## config.mk

```make
export PLATFORM = sky130hd
export DESIGN_NAME = cache_subsystem
export DESIGN_NICKNAME = d
export VERILOG_FILES = /design/src/cache_pkg.sv /design/src/bus_arbiter.sv /design/src/cache_bram.sv /design/src/cache_subsystem.sv /design/src/data_cache.sv /design/src/instruction_cache.sv
export VERILOG_INCLUDE_DIRS = /design/src
export SDC_FILE = /design/constraint.sdc
export NUM_CORES = 2
export LEC_CHECK = 0
export BUFFER_PORTS_ARGS = -buffer_cell sky130_fd_sc_hd__buf_2
export CORE_UTILIZATION = 40
export DETAILED_ROUTE_END_ITERATION = 6
export GPL_ROUTABILITY_DRIVEN = 0
export PLACE_DENSITY = 0.54
export REMOVE_ABC_BUFFERS = 1
export SYNTH_ARGS = -nofsm -noshare
export SYNTH_HDL_FRONTEND = slang
export SYNTH_HIERARCHICAL = 1
export SYNTH_SLANG_ARGS = --single-unit
```

## constraint.sdc

```tcl
create_clock -name i_clock -period 10.9 [get_ports i_clock]
set_clock_uncertainty 0.2 [all_clocks]
set_input_delay 1.09 -clock i_clock [delete_from_list [all_inputs] [get_ports i_clock]]
set_output_delay 1.09 -clock i_clock [all_outputs]
set_load 0.01 [all_outputs]
```

## src/cache_config.svh

```systemverilog
`ifndef CACHE_CONFIG_SVH
`define CACHE_CONFIG_SVH

// Address and data width of the processor.
`define CACHE_ADDR_BITS 32

// Index bits per cache, 16 entries each.
`define CACHE_INDEX_BITS 4

// Entries per cache.
`define CACHE_ENTRIES (1 << `CACHE_INDEX_BITS)

// Tag written into every entry by the sweep.
`define CACHE_INVALID_TAG {(`CACHE_ADDR_BITS - 2){1'b1}}

`endif

```

## src/cache_pkg.sv

```systemverilog
`default_nettype none

`include "cache_config.svh"

package cache_pkg;

	// CPU side request, held steady until ready.
	typedef struct packed {
		logic rw;
		logic flush;
		logic cacheable;
		logic [`CACHE_ADDR_BITS-1:0] address;
		logic [`CACHE_ADDR_BITS-1:0] wdata;
	} cpu_req_t;

	// Memory bus request.
	typedef struct packed {
		logic rw;
		logic [`CACHE_ADDR_BITS-1:0] address;
		logic [`CACHE_ADDR_BITS-1:0] wdata;
	} bus_req_t;

	// Tag is the word address of the cached word.
	typedef struct packed {
		logic [`CACHE_ADDR_BITS-1:0] data;
		logic [`CACHE_ADDR_BITS-3:0] tag;
		logic dirty;
		logic valid;
	} dcache_entry_t;

	typedef struct packed {
		logic [`CACHE_ADDR_BITS-1:0] data;
		logic [`CACHE_ADDR_BITS-3:0] tag;
		logic valid;
	} icache_entry_t;

	typedef enum logic {
		OWNER_DATA = 1'b0,
		OWNER_FETCH = 1'b1
	} bus_owner_t;

endpackage

`default_nettype wire

```

## src/bus_arbiter.sv

```systemverilog
`default_nettype none
`timescale 1ns/1ps

`include "cache_config.svh"

module bus_arbiter (
	input wire logic i_clock,
	input wire logic i_reset,
	input wire logic i_data_request,
	input wire cache_pkg::bus_req_t i_data_req,
	output logic o_data_ready,
	input wire logic i_fetch_request,
	input wire cache_pkg::bus_req_t i_fetch_req,
	output logic o_fetch_ready,
	output logic [`CACHE_ADDR_BITS-1:0] o_rdata,
	output logic o_bus_request,
	output cache_pkg::bus_req_t o_bus_req,
	input wire logic i_bus_ready,
	input wire logic [`CACHE_ADDR_BITS-1:0] i_bus_rdata
);
	import cache_pkg::*;

	logic locked;
	bus_owner_t owner;
	bus_owner_t last_owner;
	bus_owner_t grant;

	// Round robin between the two caches when both ask.
	always_comb begin
		if (locked) begin
			grant = owner;
		end else if (i_data_request && i_fetch_request) begin
			grant = (last_owner == OWNER_DATA) ? OWNER_FETCH : OWNER_DATA;
		end else if (i_fetch_request) begin
			grant = OWNER_FETCH;
		end else begin
			grant = OWNER_DATA;
		end
	end

	assign o_bus_request = (grant == OWNER_DATA) ? i_data_request : i_fetch_request;
	assign o_bus_req = (grant == OWNER_DATA) ? i_data_req : i_fetch_req;
	assign o_data_ready = i_bus_ready && o_bus_request && (grant == OWNER_DATA);
	assign o_fetch_ready = i_bus_ready && o_bus_request && (grant == OWNER_FETCH);
	assign o_rdata = i_bus_rdata;

	// Lock holds the grant until the transfer completes.
	always_ff @(posedge i_clock) begin
		if (i_reset) begin
			locked <= 1'b0;
			owner <= OWNER_DATA;
			last_owner <= OWNER_FETCH;
		end else if (o_bus_request && !i_bus_ready) begin
			locked <= 1'b1;
			owner <= grant;
		end else if (o_bus_request) begin
			locked <= 1'b0;
			last_owner <= grant;
		end
	end

endmodule

`default_nettype wire

```

## src/cache_bram.sv

```systemverilog
`default_nettype none
`timescale 1ns/1ps

module cache_bram #(
	parameter type entry_t = logic [31:0],
	parameter int DEPTH = 16
) (
	input wire logic i_clock,
	input wire logic i_write,
	input wire logic [$clog2(DEPTH)-1:0] i_address,
	input wire entry_t i_wdata,
	output entry_t o_rdata
);

	entry_t mem [DEPTH];

	// Read returns the old contents when written in the same cycle.
	always_ff @(posedge i_clock) begin
		if (i_write) begin
			mem[i_address] <= i_wdata;
		end
		o_rdata <= mem[i_address];
	end

endmodule

`default_nettype wire

```

## src/cache_subsystem.sv

```systemverilog
`default_nettype none
`timescale 1ns/1ps

`include "cache_config.svh"

module cache_subsystem (
	input wire logic i_clock,
	input wire logic i_reset,

	// CPU data port.
	input wire logic i_data_request,
	input wire cache_pkg::cpu_req_t i_data_req,
	output logic o_data_ready,
	output logic [`CACHE_ADDR_BITS-1:0] o_data_rdata,

	// CPU fetch port.
	input wire logic i_fetch_request,
	input wire cache_pkg::cpu_req_t i_fetch_req,
	output logic o_fetch_ready,
	output logic [`CACHE_ADDR_BITS-1:0] o_fetch_rdata,

	// Memory bus.
	output logic o_bus_request,
	output cache_pkg::bus_req_t o_bus_req,
	input wire logic i_bus_ready,
	input wire logic [`CACHE_ADDR_BITS-1:0] i_bus_rdata
);
	import cache_pkg::*;

	logic data_bus_request;
	bus_req_t data_bus_req;
	logic data_bus_ready;
	logic fetch_bus_request;
	bus_req_t fetch_bus_req;
	logic fetch_bus_ready;
	logic [`CACHE_ADDR_BITS-1:0] arb_rdata;

	data_cache u_data_cache (
		.i_clock(i_clock),
		.i_reset(i_reset),
		.i_request(i_data_request),
		.i_req(i_data_req),
		.o_ready(o_data_ready),
		.o_rdata(o_data_rdata),
		.o_bus_request(data_bus_request),
		.o_bus_req(data_bus_req),
		.i_bus_ready(data_bus_ready),
		.i_bus_rdata(arb_rdata)
	);

	instruction_cache u_instruction_cache (
		.i_clock(i_clock),
		.i_reset(i_reset),
		.i_request(i_fetch_request),
		.i_req(i_fetch_req),
		.o_ready(o_fetch_ready),
		.o_rdata(o_fetch_rdata),
		.o_bus_request(fetch_bus_request),
		.o_bus_req(fetch_bus_req),
		.i_bus_ready(fetch_bus_ready),
		.i_bus_rdata(arb_rdata)
	);

	bus_arbiter u_bus_arbiter (
		.i_clock(i_clock),
		.i_reset(i_reset),
		.i_data_request(data_bus_request),
		.i_data_req(data_bus_req),
		.o_data_ready(data_bus_ready),
		.i_fetch_request(fetch_bus_request),
		.i_fetch_req(fetch_bus_req),
		.o_fetch_ready(fetch_bus_ready),
		.o_rdata(arb_rdata),
		.o_bus_request(o_bus_request),
		.o_bus_req(o_bus_req),
		.i_bus_ready(i_bus_ready),
		.i_bus_rdata(i_bus_rdata)
	);

endmodule

`default_nettype wire

```

## src/data_cache.sv

```systemverilog
`default_nettype none
`timescale 1ns/1ps

`include "cache_config.svh"

module data_cache (
	input wire logic i_clock,
	input wire logic i_reset,
	input wire logic i_request,
	input wire cache_pkg::cpu_req_t i_req,
	output logic o_ready,
	output logic [`CACHE_ADDR_BITS-1:0] o_rdata,
	output logic o_bus_request,
	output cache_pkg::bus_req_t o_bus_req,
	input wire logic i_bus_ready,
	input wire logic [`CACHE_ADDR_BITS-1:0] i_bus_rdata
);
	import cache_pkg::*;

	typedef enum logic [3:0] {
		ST_SWEEP,
		ST_IDLE,
		ST_FLUSH_SETUP,
		ST_FLUSH_CHECK,
		ST_FLUSH_WRITE,
		ST_PASS,
		ST_WRITE_SETUP,
		ST_WRITE_WAIT,
		ST_READ_SETUP,
		ST_WB_WAIT,
		ST_FILL_WAIT
	} state_t;

	state_t state;
	state_t next_state;
	logic [`CACHE_INDEX_BITS:0] walk_index;
	logic [`CACHE_INDEX_BITS:0] next_walk_index;
	logic walk_done;

	logic ram_write;
	logic [`CACHE_INDEX_BITS-1:0] ram_address;
	dcache_entry_t ram_wdata;
	dcache_entry_t ram_rdata;

	logic [`CACHE_INDEX_BITS-1:0] req_index;
	logic [`CACHE_ADDR_BITS-3:0] req_tag;
	logic tag_match;

	dcache_entry_t write_entry;
	dcache_entry_t fill_entry;
	dcache_entry_t clean_entry;
	dcache_entry_t invalid_entry;
	bus_req_t victim_req;
	bus_req_t fill_req;
	bus_req_t pass_req;

	// The RAM address follows the request, so the entry is ready one cycle later.
	cache_bram #(
		.entry_t(dcache_entry_t),
		.DEPTH(`CACHE_ENTRIES)
	) u_ram (
		.i_clock(i_clock),
		.i_write(ram_write),
		.i_address(ram_address),
		.i_wdata(ram_wdata),
		.o_rdata(ram_rdata)
	);

	assign req_index = i_req.address[`CACHE_INDEX_BITS+1:2];
	assign req_tag = i_req.address[`CACHE_ADDR_BITS-1:2];
	assign tag_match = (ram_rdata.tag == req_tag);
	assign walk_done = walk_index[`CACHE_INDEX_BITS];

	// Entry images and bus requests.
	always_comb begin
		write_entry = '{data: i_req.wdata, tag: req_tag, dirty: 1'b1, valid: 1'b1};
		fill_entry = '{data: i_bus_rdata, tag: req_tag, dirty: 1'b0, valid: 1'b1};
		clean_entry = ram_rdata;
		clean_entry.dirty = 1'b0;
		invalid_entry = '{data: '0, tag: `CACHE_INVALID_TAG, dirty: 1'b0, valid: 1'b0};
		victim_req = '{rw: 1'b1, address: {ram_rdata.tag, 2'b00}, wdata: ram_rdata.data};
		fill_req = '{rw: 1'b0, address: i_req.address, wdata: '0};
		pass_req = '{rw: i_req.rw, address: i_req.address, wdata: i_req.wdata};
	end

	always_ff @(posedge i_clock) begin
		if (i_reset) begin
			state <= ST_SWEEP;
			walk_index <= '0;
		end else begin
			state <= next_state;
			walk_index <= next_walk_index;
		end
	end

	always_comb begin
		next_state = state;
		next_walk_index = walk_index;
		o_ready = 1'b0;
		o_rdata = ram_rdata.data;
		o_bus_request = 1'b0;
		o_bus_req = fill_req;
		ram_write = 1'b0;
		ram_address = req_index;
		ram_wdata = write_entry;

		case (state)
			// Invalidate every entry after reset.
			ST_SWEEP: begin
				ram_address = walk_index[`CACHE_INDEX_BITS-1:0];
				ram_wdata = invalid_entry;
				if (!walk_done) begin
					ram_write = 1'b1;
					next_walk_index = walk_index + 1'b1;
				end else begin
					next_walk_index = '0;
					next_state = ST_IDLE;
				end
			end

			ST_IDLE: begin
				if (i_request) begin
					if (i_req.flush) begin
						next_walk_index = '0;
						next_state = ST_FLUSH_SETUP;
					end else if (!i_req.cacheable) begin
						next_state = ST_PASS;
					end else if (i_req.rw) begin
						next_state = ST_WRITE_SETUP;
					end else begin
						next_state = ST_READ_SETUP;
					end
				end
			end

			// ============================================================
			// Flush
			// ============================================================
			ST_FLUSH_SETUP: begin
				ram_address = walk_index[`CACHE_INDEX_BITS-1:0];
				if (walk_done) begin
					o_ready = 1'b1;
					next_state = ST_IDLE;
				end else begin
					next_state = ST_FLUSH_CHECK;
				end
			end

			ST_FLUSH_CHECK: begin
				ram_address = walk_index[`CACHE_INDEX_BITS-1:0];
				if (ram_rdata.dirty) begin
					next_state = ST_FLUSH_WRITE;
				end else begin
					next_walk_index = walk_index + 1'b1;
					next_state = ST_FLUSH_SETUP;
				end
			end

			// Entry stays valid, now clean.
			ST_FLUSH_WRITE: begin
				ram_address = walk_index[`CACHE_INDEX_BITS-1:0];
				ram_wdata = clean_entry;
				o_bus_request = 1'b1;
				o_bus_req = victim_req;
				if (i_bus_ready) begin
					ram_write = 1'b1;
					next_walk_index = walk_index + 1'b1;
					next_state = ST_FLUSH_SETUP;
				end
			end

			// Uncached access goes straight to the bus.
			ST_PASS: begin
				o_bus_request = 1'b1;
				o_bus_req = pass_req;
				o_rdata = i_bus_rdata;
				o_ready = i_bus_ready;
				if (i_bus_ready) begin
					next_state = ST_IDLE;
				end
			end

			// ============================================================
			// Write
			// ============================================================
			ST_WRITE_SETUP: begin
				if (ram_rdata.dirty && !tag_match) begin
					next_state = ST_WRITE_WAIT;
				end else begin
					ram_write = 1'b1;
					o_ready = 1'b1;
					next_state = ST_IDLE;
				end
			end

			// Victim write-back, then store the new word.
			ST_WRITE_WAIT: begin
				o_bus_request = 1'b1;
				o_bus_req = victim_req;
				if (i_bus_ready) begin
					ram_write = 1'b1;
					o_ready = 1'b1;
					next_state = ST_IDLE;
				end
			end

			// ============================================================
			// Read
			// ============================================================
			ST_READ_SETUP: begin
				if (ram_rdata.valid && tag_match) begin
					o_ready = 1'b1;
					next_state = ST_IDLE;
				end else if (ram_rdata.dirty) begin
					next_state = ST_WB_WAIT;
				end else begin
					next_state = ST_FILL_WAIT;
				end
			end

			ST_WB_WAIT: begin
				o_bus_request = 1'b1;
				o_bus_req = victim_req;
				if (i_bus_ready) begin
					next_state = ST_FILL_WAIT;
				end
			end

			ST_FILL_WAIT: begin
				o_bus_request = 1'b1;
				o_rdata = i_bus_rdata;
				ram_wdata = fill_entry;
				if (i_bus_ready) begin
					ram_write = 1'b1;
					o_ready = 1'b1;
					next_state = ST_IDLE;
				end
			end

			default: begin
				next_state = ST_IDLE;
			end
		endcase
	end

endmodule

`default_nettype wire

```

## src/instruction_cache.sv

```systemverilog
`default_nettype none
`timescale 1ns/1ps

`include "cache_config.svh"

module instruction_cache (
	input wire logic i_clock,
	input wire logic i_reset,
	input wire logic i_request,
	input wire cache_pkg::cpu_req_t i_req,
	output logic o_ready,
	output logic [`CACHE_ADDR_BITS-1:0] o_rdata,
	output logic o_bus_request,
	output cache_pkg::bus_req_t o_bus_req,
	input wire logic i_bus_ready,
	input wire logic [`CACHE_ADDR_BITS-1:0] i_bus_rdata
);
	import cache_pkg::*;

	typedef enum logic [1:0] {
		ST_SWEEP,
		ST_IDLE,
		ST_LOOKUP,
		ST_FILL_WAIT
	} state_t;

	state_t state;
	state_t next_state;
	logic [`CACHE_INDEX_BITS:0] walk_index;
	logic [`CACHE_INDEX_BITS:0] next_walk_index;

	logic ram_write;
	logic [`CACHE_INDEX_BITS-1:0] ram_address;
	icache_entry_t ram_wdata;
	icache_entry_t ram_rdata;
	logic [`CACHE_ADDR_BITS-3:0] req_tag;

	cache_bram #(
		.entry_t(icache_entry_t),
		.DEPTH(`CACHE_ENTRIES)
	) u_ram (
		.i_clock(i_clock),
		.i_write(ram_write),
		.i_address(ram_address),
		.i_wdata(ram_wdata),
		.o_rdata(ram_rdata)
	);

	assign req_tag = i_req.address[`CACHE_ADDR_BITS-1:2];

	// Always a read of the fetch address.
	assign o_bus_req = '{rw: 1'b0, address: i_req.address, wdata: '0};

	always_ff @(posedge i_clock) begin
		if (i_reset) begin
			state <= ST_SWEEP;
			walk_index <= '0;
		end else begin
			state <= next_state;
			walk_index <= next_walk_index;
		end
	end

	always_comb begin
		next_state = state;
		next_walk_index = walk_index;
		o_ready = 1'b0;
		o_rdata = ram_rdata.data;
		o_bus_request = 1'b0;
		ram_write = 1'b0;
		ram_address = i_req.address[`CACHE_INDEX_BITS+1:2];
		ram_wdata = '{data: i_bus_rdata, tag: req_tag, valid: 1'b1};

		case (state)
			// Reset sweep, also run for an invalidate.
			ST_SWEEP: begin
				ram_address = walk_index[`CACHE_INDEX_BITS-1:0];
				ram_wdata = '{data: '0, tag: `CACHE_INVALID_TAG, valid: 1'b0};
				if (!walk_index[`CACHE_INDEX_BITS]) begin
					ram_write = 1'b1;
					next_walk_index = walk_index + 1'b1;
				end else begin
					o_ready = i_request && i_req.flush;
					next_state = ST_IDLE;
				end
			end

			ST_IDLE: begin
				if (i_request) begin
					if (i_req.flush) begin
						next_walk_index = '0;
						next_state = ST_SWEEP;
					end else begin
						next_state = ST_LOOKUP;
					end
				end
			end

			ST_LOOKUP: begin
				if (ram_rdata.valid && ram_rdata.tag == req_tag) begin
					o_ready = 1'b1;
					next_state = ST_IDLE;
				end else begin
					next_state = ST_FILL_WAIT;
				end
			end

			// Word goes to the CPU and into the RAM together.
			ST_FILL_WAIT: begin
				o_bus_request = 1'b1;
				o_rdata = i_bus_rdata;
				if (i_bus_ready) begin
					ram_write = 1'b1;
					o_ready = 1'b1;
					next_state = ST_IDLE;
				end
			end

			default: begin
				next_state = ST_IDLE;
			end
		endcase
	end

endmodule

`default_nettype wire

```

## Yosys cells after proc, flatten, opt, wreduce, memory -nomap -nowiden

Memories as Yosys holds them, arrays and structs flattened. A register that Yosys moved wholly into a read port is not among the register bits.
Index checks and enable logic that the tools add are counted.

- $add $sub $neg: 2
- Eq/ne operators: 27
- Multiplexer cells: 64
- Bitwise operators: 2
- Reduce and logical (&&, ||, !) cells: 29

Operators with widths:

| cell | number |
|---|---|
| 64-bit case mux with 3 select lines | 1 |
| 65-bit case mux with 2 select lines | 1 |
| 65-bit 2-to-1 mux | 1 |
| 32-bit 2-to-1 mux | 2 |
| 63-bit 2-to-1 mux | 1 |
| 30-bit == test | 2 |
| 4-bit 2-to-1 mux | 11 |
| 5-bit 2-to-1 mux | 8 |
| 4-bit case mux with 9 select lines | 1 |
| 1-bit 2-to-1 mux | 22 |
| 5-bit case mux with 4 select lines | 1 |
| 4-bit by 3-bit == test with 1-bit output, second input constant | 4 |
| 2-bit 2-to-1 mux | 7 |
| 2-bit != test, second input constant | 7 |
| 4-bit == test, second input constant | 3 |
| 5-bit by 1-bit adder with 5-bit output, second input constant | 2 |
| 2-bit by 1-bit != test with 1-bit output, second input constant | 5 |
| 5-bit case mux with 2 select lines | 1 |
| 5-bit AND reduction | 2 |
| 1-bit logical AND | 9 |
| 3-bit OR reduction | 3 |
| 4-bit by 2-bit == test with 1-bit output, second input constant | 2 |
| 2-bit case mux with 4 select lines | 1 |
| 3-bit 2-to-1 mux | 2 |
| 18 further kinds | 25 |

- Bits in registers: 19
- Bits in writable memories: 2032
- Bits of input ports: 171
- Output and inout bits: 132
- Logic and storage cells: 134
- Memories: 2

Memory list:

| name | words | width | read ports | clocked after Yosys merged registers in | write ports | line | source |
|---|---|---|---|---|---|---|---|
| u_data_cache.u_ram.mem | 16 | 64 | 1 | 1 | 1 | cache_bram.sv:15 | `entry_t mem [DEPTH];` |
| u_instruction_cache.u_ram.mem | 16 | 63 | 1 | 1 | 1 | cache_bram.sv:15 |  |

## Logic depth before layout (Yosys ltp)

- Depth after elaboration: 13
- Gate-level depth with buffers: 18
- Gate-level depth less buffers: 12

## Modules after synthesis

Netlist, hierarchy kept.

By module, submodules not included:

| module | times used | cells each | area an instance (sq um) |
|---|---|---|---|
| cache_bram at u_data_cache.u_ram | 1 | 1648 | 39517.9 |
| cache_bram at u_instruction_cache.u_ram | 1 | 1624 | 38952.4 |
| data_cache | 1 | 488 | 3235.6 |
| instruction_cache | 1 | 274 | 2123.3 |
| bus_arbiter | 1 | 127 | 1218.7 |

## Worst setup path before layout

No wires, ideal clock.

- Path kind: register to register
- Start: register u_data_cache.state[1]
- End: memory u_data_cache/u_ram/mem[0][0] in the netlist's numbering (enable)
- Library setup time: 0.565 ns
- Arrival time: 7.451 ns
- Path slack: 2.685 ns
- Stages on the path, launching flop included: 17
- Path buffers: 5
- Path through: dfxtp_1 > buf_4 > and4bb_1 > a31oi_4 > clkbuf_1 > nand2_1 > a21boi_1 > mux2i_1 > buf_6 > buf_6 > and3_1 > buf_2 > nand2_1 > o32a_1 > o211ai_1 > or3b_2 > nor3_1

- Longest elaborated chain between the ends: 13

RTL lines:

| what | line | source |
|---|---|---|
| start: declaration | data_cache.sv:34 | `state_t state;` |
| start signal: assignment | data_cache.sv:91 | `state <= next_state;` |
| 4-bit by 3-bit == test with 1-bit output / 4-bit == test (equally long branches) | data_cache.sv:107 | `case (state)` |
| 5-bit OR reduction (no source line) * | -- |  |
| 1-bit 2-to-1 mux * | data_cache.sv:107 |  |
| net data_bus_request | cache_subsystem.sv:30 | `logic data_bus_request;` |
| 1-bit logical AND | bus_arbiter.sv:32 | `end else if (i_data_request && i_fetch_request) begin` |
| 1-bit 2-to-1 mux | bus_arbiter.sv:32 |  |
| 1-bit 2-to-1 mux | bus_arbiter.sv:30 | `if (locked) begin` |
| 1-bit 2-to-1 mux | bus_arbiter.sv:41 | `assign o_bus_request = (grant == OWNER_DATA) ? i_data_request : i_fetch_request;` |
| 1-bit logical AND | bus_arbiter.sv:43 | `assign o_data_ready = i_bus_ready && o_bus_request && (grant == OWNER_DATA);` |
| 1-bit logical AND * | bus_arbiter.sv:43 |  |
| net data_bus_ready | cache_subsystem.sv:32 | `logic data_bus_ready;` |
| 1-bit 2-to-1 mux * | data_cache.sv:165, data_cache.sv:200, data_cache.sv:233 |  |
| 1-bit case mux with 3 select lines * | data_cache.sv:107 |  |
| net u_data_cache.ram_write | data_cache.sv:40 | `logic ram_write;` |
| 1-bit 2-to-1 mux * | cache_bram.sv:19 | `if (i_write) begin` |
| 1-bit 2-to-1 mux (not written as such) * | cache_bram.sv:20 | `mem[i_address] <= i_wdata;` |
| end: declaration | cache_bram.sv:15 |  |

The timed path passes the listed nets; every way through them passes the cells marked *.

## Worst setup path after layout

- Start: register u_data_cache.state[3]
- End: memory u_data_cache/u_ram/mem[9][33] in the netlist's numbering (enable)

Same word-level chain as after synthesis.

==> results.json <==
{
  "power.static_leakage_nw": 29.6,
  "most_common_cell_in_the_synthesized_netlist": "edfxtp_1",
  "critical_path_fanouts_max": 35,
  "cts_tree": "yes",
  "core_area_um2": 210000,
  "cts-hold-fix-buffers": 0,
  "area_of_the_die_um2": 214000,
  "multi_input_comb_area_um2": 19700,
  "peakVddDrop_mv": 0.158,
  "tightest_slew_ns": 1.25,
  "grt_pass1_vias": 42998,
  "r2r_cells": 14,
  "ff_latch_area_um2": 63900,
  "dr_total_vias": 41995,
  "synth.ff_latch_count": 2178,
  "netlist_instances": 4161,
  "hold_depth": 1,
  "layout-area-overhead-vs-synth_pct": 13.3,
  "num-nets-final": 4630,
  "reg2reg_from": "u_data_cache/state[3]",
  "maxCapViolCount": 0,
  "grt_overflow_total": 0,
  "top_level_ports": 303,
  "synth_ff_type": "edfxtp_1",
  "postCtsSetupBuffers": 0,
  "synth.cell_area_um2": 85000,
  "dp_hpwl_mm": 125,
  "root_buffer": "clkbuf_16",
  "finalPower_mw": 18.9,
  "number_of_drc_violations_after_detailed_routing": 0,
  "vias_per_cell": 5.63,
  "synth_common_cells": "2032 x edfxtp_1, 508 x mux4_2, 306 x nand2_1",
  "yosysWarnings": 6,
  "period_minus_slack_ns": 6.95,
  "largest_area_contributor_in_the_synthesized_netlist": "edfxtp_1",
  "synth.area.top_cells": "edfxtp_1 72%, mux4_2 13%, dfxtp_1 3.4%, a22oi_1 2.5%, mux2_2 1.4%",
  "route.antenna.remaining_nets": 0,
  "initial_core_util_pct": 40.4,
  "syn_avg_cell_area_um2": 20.4,
  "run_status": "completed",
  "number_of_gates_resized_after_cts": 0,
  "p_per_area_nw_per_um2": 196,
  "port_buffers": 268,
  "grt_start_max_net_pins": 148,
  "synth_enable_flop_cells": 2032,
  "finalHoldWorstSlack_ns": 0.330,
  "synth_cell_type_count": 73,
  "final_layout_size_suffix_gt1_share_pct": 29.8,
  "drt-pass1-iter-count": 7,
  "worst-setup-path-type": "register to register",
  "min_delay_worst_endpoint": "u_instruction_cache/walk_index[3]",
  "fp.dieH_um": 463,
  "period_utilisation_layout_pct": 63.8,
  "grt_first_pass_wirelength_mm": 320,
  "async_flop_share_pct": 0,
  "antenna_found_initial": 42,
  "timing.reg2reg.setup_slack_ns": 3.95,
  "timing.critical_path.to_type": "register",
  "timing.critical_path.from_type": "register",
  "crit_required_ns": 11.21,
  "holdCritPathClass": "register to register",
  "synth_top_cell_area_share_pct": 71.7,
  "drt_wl_total_mm": 225,
  "drt_first_iter_violations": 3588,
  "max_freq_mhz": 144,
  "hold_startpoint": "u_instruction_cache/walk_index[3]",
  "clock_path_buffers": 3,
  "worst_setup_hold_path_clk_slew_ns": 0.06,
  "fp-row-count": 168,
  "setup_viol": 0,
  "arrival_ns": 7.26,
  "num-fill-cells": 17627,
  "worst_r2r_endpoint": "u_data_cache/u_ram/mem[9][33]",
  "setup_repair_after_global_routing_missed_its_margin": "false",
  "relSlewSlack_pct": 16.7,
  "floorplan.die.width_um": 463,
  "number_of_buffers_added_by_the_clock_tree_synthesis_step": 220,
  "gr-usage-all-layers_pct": 20.9,
  "cts_max_level": 4,
  "hold_violations": 0,
  "synth.yosys.seq_area_share_pct": 75.2,
  "wire_per_inst_um": 30.2,
  "finalMaxSlewViolations": 0,
  "tritoncts_num_sinks": 2178,
  "insertion_delay_ns": 0.85
}
[layout make-up]
cell class              instances  share of cell area, %
diodes                          6                 0.0156
clock buffers                 311                   6.31
clock inverters               107                  0.964
inverters                      13                 0.0507
multi-input cells            1674                   20.5
flip-flops and latches       2178                   66.4
well taps                    2805                   3.64
repair buffers                364                   2.17
[worst max path at each step]
stage / end / cells past startpoint / slack, ns / startpoint
4_1_cts: u_data_cache/u_ram/mem[9][33] / 14 / 3.91 / u_data_cache/state[3]
5_1_grt: u_data_cache/u_ram/mem[9][33] / 14 / 3.61 / u_data_cache/state[3]
6_report: u_data_cache/u_ram/mem[9][33] / 14 / 3.95 / u_data_cache/state[3]
3_3_place_gp: u_instruction_cache/u_ram/mem[12][36] / 13 / 3.94 / u_data_cache/state[3]
2_1_floorplan: u_instruction_cache/u_ram/mem[0][0] / 4 / -11.59 / u_instruction_cache/state[0]
3_5_place_dp: u_data_cache/u_ram/mem[9][42] / 14 / 3.93 / u_data_cache/state[3]
[where the power goes]
part | internal [mW] | switching (mW) | leakage, nW | total, mW
registers | 9.45 | 0.184 | 18.7 | 9.63
clock network | 4.09 | 3.19 | 3.41 | 7.27
logic | 0.793 | 1.16 | 7.49 | 1.95
[worst max-delay path, stage by stage, from the launching register on]
cell      delay (ns)
dfxtp_1         0.84
and4bb_2        0.32
buf_4           0.56
nor2_4          0.08
nand2_1         0.18
a21boi_1        0.13
mux2i_4         0.66
and3_1          0.59
nand2_1         0.11
o32a_1          0.18
o211ai_1        0.28
nand3b_1        0.34
nor2_4          0.84
buf_4           0.76
buf_4           0.44
[metal layers]
layer  track usage, %  vias up  share of wire, %
met5                0        -             0.041
met4             5.37       16               2.3
met3             2.96      322               4.9
met2             35.3     1238                50
met1             28.4    22784                43
li1                 -    17635                 -
[flip-flops by register name, indices dropped and copies added (netlist names), 2 cells and up]
| signal | count |
|---|---|
| u_data_cache/u_ram/mem | 1024 |
| u_instruction_cache/u_ram/mem | 1008 |
| u_data_cache/u_ram/o_rdata | 64 |
| u_instruction_cache/u_ram/o_rdata | 63 |
| u_data_cache/walk_index | 5 |
| u_instruction_cache/walk_index | 5 |
| u_data_cache/state | 4 |
| u_instruction_cache/state | 2 |
[per-stage QoR]
stage	worst slack, ns	area (um2)	TNS, ns	util (%)	instances
detailed placement	3.93	89300	0	42.4	7034
global placement	3.94	89300	0	42.4	7033
finish	3.95	96300	0	45.8	7458
global route	3.61	96300	0	45.8	7453
floorplan	-11.59	83300	-6654.86	-	3865
CTS	3.91	96300	0	45.8	7452
[kinds of logic after synthesis]
| kind of cell | after synthesis | synth area share [%] |
|---|---|---|
| AO/OA/AOI/OAI | 407 | 3.70 |
| XOR/XNOR | 63 | 0.649 |
| adder cells (fa/ha/maj) | 8 | 0.118 |
| buffers and inverters | 341 | 2.24 |
| flip-flops | 2178 | 75.2 |
| multiplexers | 650 | 15.3 |
| other | 1 | 0.00441 |
| AND/OR/NAND/NOR | 513 | 2.78 |
[cells in the final DEF (no fill, tap or decap), types with 8 or more instances in the layout]
cell type | synthesis | layout
nor2b_1 | 38 | 34
a21oi_1 | 13 | 13
clkinv_1 | 0 | 35
dfxtp_1 | 146 | 146
a22oi_1 | 287 | 287
a22o_1 | 34 | 34
o22a_1 | 29 | 29
clkbuf_16 | 0 | 220
bufinv_16 | 0 | 8
mux2_2 | 104 | 101
clkbuf_1 | 92 | 68
nand4_1 | 17 | 17
buf_2 | 62 | 268
nor2_1 | 53 | 26
xor2_1 | 8 | 8
clkbuf_8 | 0 | 23
clkinv_2 | 0 | 39
xnor2_1 | 55 | 55
conb_1 | 1 | 33
mux2_1 | 33 | 32
nor3_2 | 1 | 9
nand2b_1 | 13 | 13
inv_1 | 12 | 12
nand2_1 | 306 | 305
mux4_2 | 508 | 508
nor2_4 | 1 | 30
buf_4 | 127 | 93
edfxtp_1 | 2032 | 2032
or2_2 | 30 | 30
(Power assumes the default switching activity.)
